`config.mk`:
```
export PLATFORM = sky130hd
export DESIGN_NAME = shared_port_top
export DESIGN_NICKNAME = d
export VERILOG_FILES = /design/src/design/arb_pkg.sv /design/src/design/cmd_pkg.sv /design/src/design/req_slot.sv /design/src/design/lru_arb.sv /design/src/design/grant_out_reg.sv /design/src/design/shared_port_top.sv
export SDC_FILE = /design/constraint.sdc
export NUM_CORES = 1
export LEC_CHECK = 0
export BUFFER_PORTS_ARGS = -buffer_cell sky130_fd_sc_hd__buf_2
export CORE_MARGIN = 3
export CORE_UTILIZATION = 50
export CTS_CLUSTER_DIAMETER = 120
export DETAILED_ROUTE_END_ITERATION = 6
export GPL_TIMING_DRIVEN = 0
export HOLD_SLACK_MARGIN = 0.15
export PLACE_DENSITY = 0.82
export SLEW_MARGIN = 20
export SYNTH_ARGS = -nofsm -noshare
export SYNTH_HDL_FRONTEND = slang
export SYNTH_SLANG_ARGS = --single-unit
```
`constraint.sdc`:
```
create_clock -name clk -period 3.1 [get_ports clk]
set_input_delay 0.155 -clock clk [delete_from_list [all_inputs] [get_ports clk]]
set_output_delay 0.155 -clock clk [all_outputs]
set_load 0.01 [all_outputs]
```
`src/design/arb_pkg.sv`:
```
// Arbitration constants for a fixed four-requester port; NUM_REQ must be at least 2
package arb_pkg;

  // ----------------------------------------------------------
  // Requester count and derived widths
  // ----------------------------------------------------------

  // Number of requesters that share the single output port
  localparam int unsigned NUM_REQ = 4;

  // Width of a binary requester index as carried on out_src
  localparam int unsigned REQ_IDX_W = $clog2(NUM_REQ);

  // Number of requester pairs in the strict upper triangle of the
  // priority matrix, which is the number of priority flip-flops
  localparam int unsigned NUM_PAIRS = NUM_REQ * (NUM_REQ - 1) / 2;

  // ----------------------------------------------------------
  // The lower triangle and the diagonal of the matrix carry no
  // state of their own, so only NUM_PAIRS bits are stored
  // ----------------------------------------------------------

endpackage : arb_pkg

```
`src/design/cmd_pkg.sv`:
```
// Command payload definition; the word is opaque to the port and carries no parity or tag
package cmd_pkg;

  // ----------------------------------------------------------
  // Command word
  // ----------------------------------------------------------

  // Width of one command word as posted by a requester
  localparam int unsigned CMD_W = 16;

  // One command payload as held in a slot and forwarded on out_data
  // The port never looks inside the word
  typedef logic [CMD_W-1:0] cmd_word_t;

  // ----------------------------------------------------------
  // Every requester and the output port carry this same type
  // ----------------------------------------------------------

endpackage : cmd_pkg

```
`src/design/req_slot.sv`:
```
// One-entry request slot; posts while full are dropped without any indication to the poster
`timescale 1ns/100ps

module req_slot
  import cmd_pkg::*;
(
  input  logic      clk,
  input  logic      rst_n,
  input  logic      post,
  input  cmd_word_t post_data,
  input  logic      granted,
  output logic      pending,
  output cmd_word_t held_data
);

  // ----------------------------------------------------------
  // Capture condition
  // ----------------------------------------------------------

  // A post is taken only into an empty slot
  // In the cycle of a grant the slot still reads as pending, so a post
  // arriving together with the grant is dropped as well
  logic accept;

  assign accept = post & ~pending;

  // ----------------------------------------------------------
  // Pending flag
  // ----------------------------------------------------------

  // Set one cycle after an accepted post and cleared on the edge that
  // ends the grant cycle
  // The flag is the slot's request to the arbiter and its busy level
  always_ff @(posedge clk or negedge rst_n) begin
    if (!rst_n) begin
      pending <= 1'b0;
    end else if (granted) begin
      pending <= 1'b0;
    end else if (accept) begin
      pending <= 1'b1;
    end
  end

  // ----------------------------------------------------------
  // Held word
  // ----------------------------------------------------------

  // Loaded only on acceptance, so a dropped post leaves it untouched
  // Its contents only matter while pending is high
  always_ff @(posedge clk) begin
    if (accept) begin
      held_data <= post_data;
    end
  end

endmodule : req_slot

```
`src/design/lru_arb.sv`:
```
// LRU matrix arbiter for NUM_REQ requesters; grant is combinational and never registered here
`timescale 1ns/100ps

module lru_arb
  import arb_pkg::*;
(
  input  logic               clk,
  input  logic               rst_n,
  input  logic               enable,
  input  logic [NUM_REQ-1:0] request,
  output logic [NUM_REQ-1:0] grant
);

  // ----------------------------------------------------------
  // Priority state
  // ----------------------------------------------------------

  // A set bit prio[i][j] means requester i was used less recently
  // than requester j, so i beats j when both are requesting
  // Only the strict upper triangle lives in flip-flops
  logic [NUM_PAIRS-1:0] state_q;
  logic [NUM_PAIRS-1:0] state_d;

  // Full matrix, rebuilt from the stored triangle every cycle
  logic [NUM_REQ-1:0][NUM_REQ-1:0] prio;

  // Per requester, no active requester ahead of it in the order
  logic [NUM_REQ-1:0] can_grant;

  // Maps an upper-triangle pair (i < j) onto its bit in state_q
  // Rows are packed one after another, row i holding NUM_REQ-1-i bits
  function automatic int unsigned pair_idx(input int unsigned i, input int unsigned j);
    pair_idx = i * NUM_REQ - (i * (i + 1)) / 2 + (j - i - 1);
  endfunction

  // ----------------------------------------------------------
  // Matrix expansion
  // ----------------------------------------------------------

  always_comb begin
    for (int i = 0; i < NUM_REQ; i++) begin
      for (int j = 0; j < NUM_REQ; j++) begin
        if (i < j) begin
          prio[i][j] = state_q[pair_idx(i, j)];
        end else if (i > j) begin
          // The lower triangle is the complement of its mirror bit
          prio[i][j] = ~state_q[pair_idx(j, i)];
        end else begin
          // A requester never blocks itself, so the diagonal reads as a win
          prio[i][j] = 1'b1;
        end
      end
    end
  end

  // ----------------------------------------------------------
  // Grant search
  // ----------------------------------------------------------

  // Requester i may win only if every other requester is idle or
  // ranks behind it; all rows are searched in parallel
  always_comb begin
    for (int i = 0; i < NUM_REQ; i++) begin
      can_grant[i] = 1'b1;
      for (int j = 0; j < NUM_REQ; j++) begin
        can_grant[i] &= ~request[j] | prio[i][j];
      end
    end
  end

  // The matrix is a total order, so at most one bit survives here
  // With enable low nothing is granted and the state below holds
  assign grant = {NUM_REQ{enable}} & request & can_grant;

  // ----------------------------------------------------------
  // State update
  // ----------------------------------------------------------

  // The winner becomes most recently used
  // Its row is cleared, so it loses to everyone
  // Its column is set, so everyone beats it
  always_comb begin
    state_d = state_q;
    for (int i = 0; i < NUM_REQ; i++) begin
      for (int j = i + 1; j < NUM_REQ; j++) begin
        if (grant[i]) begin
          state_d[pair_idx(i, j)] = 1'b0;
        end else if (grant[j]) begin
          state_d[pair_idx(i, j)] = 1'b1;
        end
      end
    end
  end

  // Reset to all ones, so the lower index wins every tie at first
  // The order only moves on a cycle that actually grants
  always_ff @(posedge clk or negedge rst_n) begin
    if (!rst_n) begin
      state_q <= '1;
    end else if (|grant) begin
      state_q <= state_d;
    end
  end

endmodule : lru_arb

```
`src/design/grant_out_reg.sv`:
```
// Output stage for a one-hot grant; out_valid is a bare pulse and the consumer cannot stall it
`timescale 1ns/100ps

module grant_out_reg
  import arb_pkg::*;
  import cmd_pkg::*;
(
  input  logic                 clk,
  input  logic                 rst_n,
  input  logic [NUM_REQ-1:0]   grant,
  input  cmd_word_t [NUM_REQ-1:0] slot_data,
  output logic                 out_valid,
  output cmd_word_t            out_data,
  output logic [REQ_IDX_W-1:0] out_src
);

  // ----------------------------------------------------------
  // Grant decode and word select
  // ----------------------------------------------------------

  // Any bit set means a word leaves this cycle
  logic                 any_grant;
  logic [REQ_IDX_W-1:0] sel_idx;
  cmd_word_t            sel_data;

  assign any_grant = |grant;

  // The grant is one-hot or zero, so OR-ing the index of every set bit
  // gives the binary source index without a priority chain
  // The word is picked the same way with an AND-OR mux
  always_comb begin
    sel_idx  = '0;
    sel_data = '0;
    for (int i = 0; i < NUM_REQ; i++) begin
      sel_idx  |= REQ_IDX_W'(i) & {REQ_IDX_W{grant[i]}};
      sel_data |= slot_data[i] & {CMD_W{grant[i]}};
    end
  end

  // ----------------------------------------------------------
  // Output registers
  // ----------------------------------------------------------

  // out_valid follows the grant by exactly one cycle
  always_ff @(posedge clk or negedge rst_n) begin
    if (!rst_n) begin
      out_valid <= 1'b0;
    end else begin
      out_valid <= any_grant;
    end
  end

  // Word and index load only on a grant and hold in between, so
  // out_data stays on the last forwarded word
  always_ff @(posedge clk or negedge rst_n) begin
    if (!rst_n) begin
      out_data <= '0;
      out_src  <= '0;
    end else if (any_grant) begin
      out_data <= sel_data;
      out_src  <= sel_idx;
    end
  end

endmodule : grant_out_reg

```
`src/design/shared_port_top.sv`:
```
// Shared output port for NUM_REQ requesters; no flow control, every out_valid must be consumed
`timescale 1ns/100ps

module shared_port_top
  import arb_pkg::*;
  import cmd_pkg::*;
(
  input  logic                    clk,
  input  logic                    rst_n,
  input  logic                    enable,
  input  logic [NUM_REQ-1:0]      post,
  input  cmd_word_t [NUM_REQ-1:0] post_data,
  output logic [NUM_REQ-1:0]      busy,
  output logic                    out_valid,
  output cmd_word_t               out_data,
  output logic [REQ_IDX_W-1:0]    out_src
);

  // ----------------------------------------------------------
  // Internal wiring
  // ----------------------------------------------------------

  // One pending bit per slot, which is both the arbiter request and
  // the busy level seen outside
  logic [NUM_REQ-1:0] request;

  // One-hot or zero grant from the arbiter, valid in the same cycle
  logic [NUM_REQ-1:0] grant;

  // Word currently held in each slot
  cmd_word_t [NUM_REQ-1:0] held_data;

  assign busy = request;

  // ----------------------------------------------------------
  // Request slots
  // ----------------------------------------------------------

  // Each slot clears itself on the edge that ends its grant cycle
  for (genvar g = 0; g < NUM_REQ; g++) begin : gen_slot
    req_slot i_req_slot (
      .clk       (clk),
      .rst_n     (rst_n),
      .post      (post[g]),
      .post_data (post_data[g]),
      .granted   (grant[g]),
      .pending   (request[g]),
      .held_data (held_data[g])
    );
  end

  // ----------------------------------------------------------
  // Arbiter
  // ----------------------------------------------------------

  // Picks the least recently served pending slot while enable is high
  lru_arb i_lru_arb (
    .clk     (clk),
    .rst_n   (rst_n),
    .enable  (enable),
    .request (request),
    .grant   (grant)
  );

  // ----------------------------------------------------------
  // Output register
  // ----------------------------------------------------------

  // Registers the granted word with its source index
  // A post at edge E leaves at edge E+2 at best
  grant_out_reg i_grant_out_reg (
    .clk       (clk),
    .rst_n     (rst_n),
    .grant     (grant),
    .slot_data (held_data),
    .out_valid (out_valid),
    .out_data  (out_data),
    .out_src   (out_src)
  );

endmodule : shared_port_top

```
; ---- Word-level counts from Yosys, hierarchy flattened
; Cells that the tools add are included.
[op_classes]
n_reduce_logical = 17
bitwise = 45
muxes = 17
[ops]
columns = op, n
row1 = $and 16x16->16, 4
row2 = $or 16x16->16, 3
row3 = $reduce_bool 2->1, 10
row4 = $mux 1, 17
row5 = $and 1x1->1, 12
row6 = $or 1x1->1, 12
row7 = $reduce_and 2->1, 6
row8 = $not 1->1, 10
row9 = $and 4x4->4, 2
row10 = $reduce_or 4->1, 1
row11 = $or 1x2->2, 1
row12 = $or 2x2->2, 1
[totals]
wordCells = 96
reg_bits = 93
out_inout_bits = 23
in_bits = 71

; ---- Depth between registers and ports, before layout
[depth]
ltp_word = 9
mapped_depth = 8
mapped_depth_nobuf = 5

; ---- Hierarchy
; Synthesis repeated with hierarchy kept, for this count alone.
[hier_totals]
hier_cells = 207
hier_area_um2 = 3435.8
[modules_own_cells]
columns = mod, area_each_um2, instances, seq_area_each_um2, cells_each
row1 = req_slot, 521.8, 4, 505.5, 19
row2 = grant_out_reg, 1003.5, 1, 475.5, 101
row3 = lru_arb, 345.3, 1, 157.7, 30

; ---- Worst setup path before layout
; No wires, ideal clock.
[synth_timing]
kind = reg2reg
start = reg i_lru_arb.state_q[1]
end = reg i_grant_out_reg.out_data[7]
required_time_ps = 2968
arrival_ps = 1673
path_stages_with_launch = 9
synth_period_minus_slack_ps = 1805
setup_time_ps = 132
slack_ps = 1295
n_path_buf = 3
cell_sequence = dfstp_2 > nand2_1 > and4b_1 > clkbuf_1 > or4_1 > buf_6 > buf_6 > nor2_2 > a31oi_2
[synth_via]
elab_chain_len = 8
word_cells_on_any_way = 14
classes_between = bitwise (13) / reduce/logical (1)
[synth_lines]
columns = item, line_no
row1 = from (decl), lru_arb.sv:21  ; logic [NUM_PAIRS-1:0] state_q;
row2 = from (signal assigned), lru_arb.sv:101  ; state_q <= state_d;
row3 = $or 1x1->1 / $not 1->1 (equally long branches), "lru_arb.sv:66, lru_arb.sv:47"
row4 = $and 1x1->1 / $or 1x1->1 (equally long branches), lru_arb.sv:66  ; can_grant[i] &= ~request[j] | prio[i][j];
row5 = $and 1x1->1, lru_arb.sv:66
row6 = $and 4x4->4 (*), lru_arb.sv:73  ; assign grant = {NUM_REQ{enable}} & request & can_grant;
row7 = $and 16x16->16 / $and 4x4->4 (equally long branches), "grant_out_reg.sv:36, lru_arb.sv:73"
row8 = $or 16x16->16 / $and 16x16->16 (equally long branches), grant_out_reg.sv:36  ; sel_data |= slot_data[i] & {CMD_W{grant[i]}};
row9 = $or 16x16->16 (2 in series), grant_out_reg.sv:36
row10 = to (signal assigned), grant_out_reg.sv:60  ; out_data <= sel_data;
row11 = to (decl), grant_out_reg.sv:13  ; output cmd_word_t out_data,
; Mark *: on every way between the ends. The rest lies on a longest branch, timed or not.
; A chain may end at the register's enable or synchronous reset.

; ---- Final worst setup path
[layout_timing]
start = reg gen_slot[2].i_req_slot.pending
end = reg i_grant_out_reg.out_data[1]
[layout_via]
elab_chain_len = 9
word_cells_on_any_way = 19
classes_between = bitwise (18) / reduce/logical (1)
[layout_lines]
columns = item, line_no
row1 = from (decl), req_slot.sv:12  ; output logic pending,
row2 = from (signal assigned), req_slot.sv:36  ; pending <= 1'b0;
row3 = from (signal assigned), req_slot.sv:38  ; pending <= 1'b0;
row4 = from (signal assigned), req_slot.sv:40  ; pending <= 1'b1;
row5 = $not 1->1, lru_arb.sv:66
row6 = $or 1x1->1, lru_arb.sv:66
row7 = $and 1x1->1 (2 in series), lru_arb.sv:66
row8 = $and 4x4->4 (*), lru_arb.sv:73
row9 = $and 16x16->16, grant_out_reg.sv:36
row10 = $or 16x16->16 (3 in series), grant_out_reg.sv:36
; Marks and branches as above.

==> impl.org <==
** Run status
- The run finished with clean final reports.

** Final layout
- For this run, the post-layout net count is 470.
- Cell Count, Final, Fillers Out :: 501
- From synthesis to final layout, the design area changed by 42.4%.
- Ratio of cells with drive above 1 in the final layout :: 40.1%

** Floorplanning
- Core region area :: 6910 µm²
- Floorplan die area :: ~8300 µm²
- Initial core utilization :: a little over half
- 94 I/O pins were placed.
- The die is 91.0 µm wide.
- Row generation in the floorplan step produced 30 rows.
- In this run the vertical extent of the chip is 91.0 µm.

** Critical path
- The cell family contributing the most delay on the critical path is compound AO/OA/AOI/OAI gates.
- Launching element type of the critical path :: register
- Worst path arrival time :: 2.42 ns
- Kind of end point of the critical path :: register
- Maximum fanout along the worst path :: 10
- Number of buffers and inverters on the critical path :: 1
- The slowest stage of the critical path is the clkbuf_1 cell.
- On the worst path, the slowest cell contributes a delay of ~0.50 ns.
- At the worst endpoint, the required time is between 3 and 4 ns.
- The worst setup path is of the register to register kind.
- Chain of cells forming the critical path :: a22o_1, a211oi_2, clkbuf_1, a22oi_1, a31oi_2

** Yosys
- Count of state elements after synthesis :: 93
- Number of warnings printed during yosys synthesis :: 0
- Counting every net in the synthesized netlist gives slightly below 300.
- The synthesized netlist devotes 0% of its cell area to XOR and XNOR gates.
- Fraction of synthesized area in multiplexers :: 0%
- Mapped cell area :: 3610 µm²
- Of the synthesized area, sequential elements account for approximately 74%.
- Of all cell types, the one taking the most synthesized area is edfxtp_1.
- The cell count after synthesis came out at between 200 and 250.
- After synthesis, the cell types taking the most area are edfxtp_1 53%, dfrtp_1 16%, a22oi_1 6.7%, a31oi_2 5.5%, dfstp_2 4.4%.
- Proportion of synthesized flip-flops having asynchronous set or reset :: 31.2%
- After synthesis, the largest family of logic cells by area is compound AO/OA/AOI/OAI gates.
- Adder-Cell Fraction of Synth Area :: 0%
- Avg Inst Size Synth :: 16.3 µm²
- In this run, synthesis inferred 64 flip-flops with an integrated enable.
- Post-synthesis simple-gate area fraction :: 9.87%
- The synthesized netlist devotes about an eighth of its cell area to compound gates.
- In the synthesized netlist the dominant register cell turns out to be edfxtp_1.
- Counting instances in the post-synthesis netlist gives the leading cell types as 64 x edfxtp_1, 32 x a22oi_1, 26 x nor2_1.
- Counting distinct cell types in the post-synthesis netlist gives 24.
- By instance count, the leading cell after synthesis is edfxtp_1.
- Area share of the largest cell type after synthesis :: about 53%

** Route
- Antenna Violating Nets Remaining :: 0
- Initial DRT Pass Iterations :: 4
- The detailed router finished its first iteration with approximately 210 violations.
- After detailed routing, the number of vias per cell comes to 5.29.
- Wirelength, routed :: 10.1 mm
- In the routed design, unresolved DRC markers number 0.
- WL/cell :: 20.1 µm
- Summing over every cut layer, the via total after detailed routing is 2,652.

** Timing
- The tightest hold path in the finished design has a slack of 0.315 ns.
- Upper clock frequency limit :: between 400 and 500 MHz
- Setup TNS :: 0 ns
- In the post-route analysis, the smallest setup slack over all paths is 0.963 ns.
- Worst relative slew slack :: between 50% and 60%
- Worst slew pin tran :: roughly 0.68 ns
- Setup repair after global routing left no endpoint under its margin.
- The count of final hold-check violations was 0.
- Setup violations remaining at the end of the flow were counted as 0.
- Final critical-path share of the clock period :: 68.9%
- The number of max-slew violations in the final report was 0.
- Final setup skew :: between 0.02 and 0.025 ns
- Minimum period implied by the final worst setup slack :: 2.14 ns

** Global route
- The initial antenna violation count was 1.
- GRT Util Overall :: 25.5%
- Pin count of the biggest net entering global routing :: 30
- The first global-routing pass estimated 15.6 mm of wire.
- The via count of the first global-routing pass is 2,899.
- The total overflow left after global routing is 0.

** CTS
- In this run the post-CTS setup repair buffer count came out at 0.
- Clock H-tree levels :: 3
- The tree is rooted in a clkbuf_8.
- Clock input transition at the sequential cells of the worst setup and hold paths :: 0.09 ns
- Clock tree from TritonCTS :: done
- Clk_lat worst skew :: 0.38 ns
- The clock net in this run drives a total of 93 sinks.
- The clock passes through at most 2 buffers.
- Clock tree synthesis inserted a total of 9 buffers.

** Flow run
- Maximum Capacitance Violations :: 0

** Place
- HPWL after detailed placement :: 5.63 mm
- Routability cong. :: 0.800
- Timing analysis after detailed placement gives a worst setup slack of 1.04 ns.
- Including well taps, the total number of placed cells is 415.
- In this run the tool buffered the top-level ports with 93 buffer cells.

** Pwr
- Summed over all cells, the static leakage comes to 1.96 nW.
- Total power divided by cell area :: 875 nW/µm²
- VDD sags by at most 0.505 mV.

** Hold path
- The path class of the tightest hold or removal check is primary input to register.
-- cell families after synthesis --
logic type | count (synthesis)
AO/OA/AOI/OAI | 52
flip-flops | 93
AND/OR/NAND/NOR | 59
buffers and inverters | 18
-- final cells by class --
type,instances,area [µm²]
clock buffer,10,128
antenna,1,2.50
buffer,17,118
tap,96,120
clock inverter,6,62.6
multi-input combinational,111,846
inverter,1,3.75
timing repair buffer,166,1210
sequential,93,2660
fill,434,1760
-- repair_timing --
item | CTS | global route
resized for setup | 0 | 0
endpoints found under the setup margin | 0 | 0
endpoints found under the hold margin | 91 | 0
hold buffers | 69 | 0
-- layout by cell type (no fill, tap or decap), types with 3 or more instances in the layout --
| cell | Yosys | routed |
|---|---|---|
| clkbuf_1 | 9 | 10 |
| nor2_4 | 10 | 10 |
| buf_4 | 4 | 4 |
| buf_6 | 3 | 5 |
| clkinv_2 | 0 | 3 |
| dfstp_2 | 6 | 6 |
| nor2_1 | 26 | 26 |
| nor2b_1 | 9 | 5 |
| edfxtp_1 | 64 | 64 |
| buf_2 | 0 | 93 |
| a22oi_1 | 32 | 32 |
| dfrtp_1 | 23 | 23 |
| nand2_1 | 6 | 6 |
| nor2b_2 | 0 | 4 |
| a31oi_2 | 16 | 16 |
| clkbuf_8 | 0 | 9 |
| dlygate4sd3_1 | 0 | 69 |
-- flip-flops by register name, indices dropped and copies added (netlist names) --
register                       cells
i_grant_out_reg.out_valid          1
i_grant_out_reg.out_data          16
i_grant_out_reg.out_src            2
i_lru_arb.state_q                  6
gen_slot.i_req_slot.held_data     64
gen_slot.i_req_slot.pending        4
-- report_power, final --
| part | switching, W | internal [W] | total (W) |
|---|---|---|---|
| Clock | 0.000444 | 0.000374 | 0.000817 |
| Combinational | 0.00100 | 0.000805 | 0.00181 |
| Sequential | 0.000202 | 0.00167 | 0.00187 |
-- final timing paths --
check	start	endpoint	slack (ns)	cells past startpoint
min in group asynchronous	rst_n	i_grant_out_reg.out_data[15]	0.34	2
min	enable	i_grant_out_reg.out_src[0]	0.31	5
max reg2reg	gen_slot[2].i_req_slot.pending	i_grant_out_reg.out_data[1]	0.96	5
max	gen_slot[2].i_req_slot.pending	i_grant_out_reg.out_data[1]	0.96	5
min reg2reg	i_lru_arb.state_q[2]	i_lru_arb.state_q[2]	0.52	2
max in group asynchronous	rst_n	gen_slot[0].i_req_slot.pending	2.29	2
-- metrics by stage --
step           total power [W]  instance area, µm²  utilization, %
2_1_floorplan          0.00308                3610               -
3_3_place_gp           0.00349                4200            60.8
3_5_place_dp           0.00359                4260            61.7
4_1_cts                0.00445                5140            74.4
5_1_grt                0.00472                5140            74.5
6_report               0.00450                5140            74.5
-- routing by layer --
metal / up-vias / GRT usage [%] / wire, µm
met5: - / 0 / 0
met4: 0 / 14.1 / 449
met3: 30 / 5.05 / 493
met2: 111 / 44.5 / 5430
met1: 1319 / 29.2 / 3710
li1: 1192 / - / -
-- worst register-to-register path: cells and delay by family, from the launching register on --
kind | cells | cell delay (ns)
compound gates | 4 | 1.09
buf+inv | 1 | 0.50
flops | 1 | 0.47
Note: power is estimated with default switching activity, not from simulation.
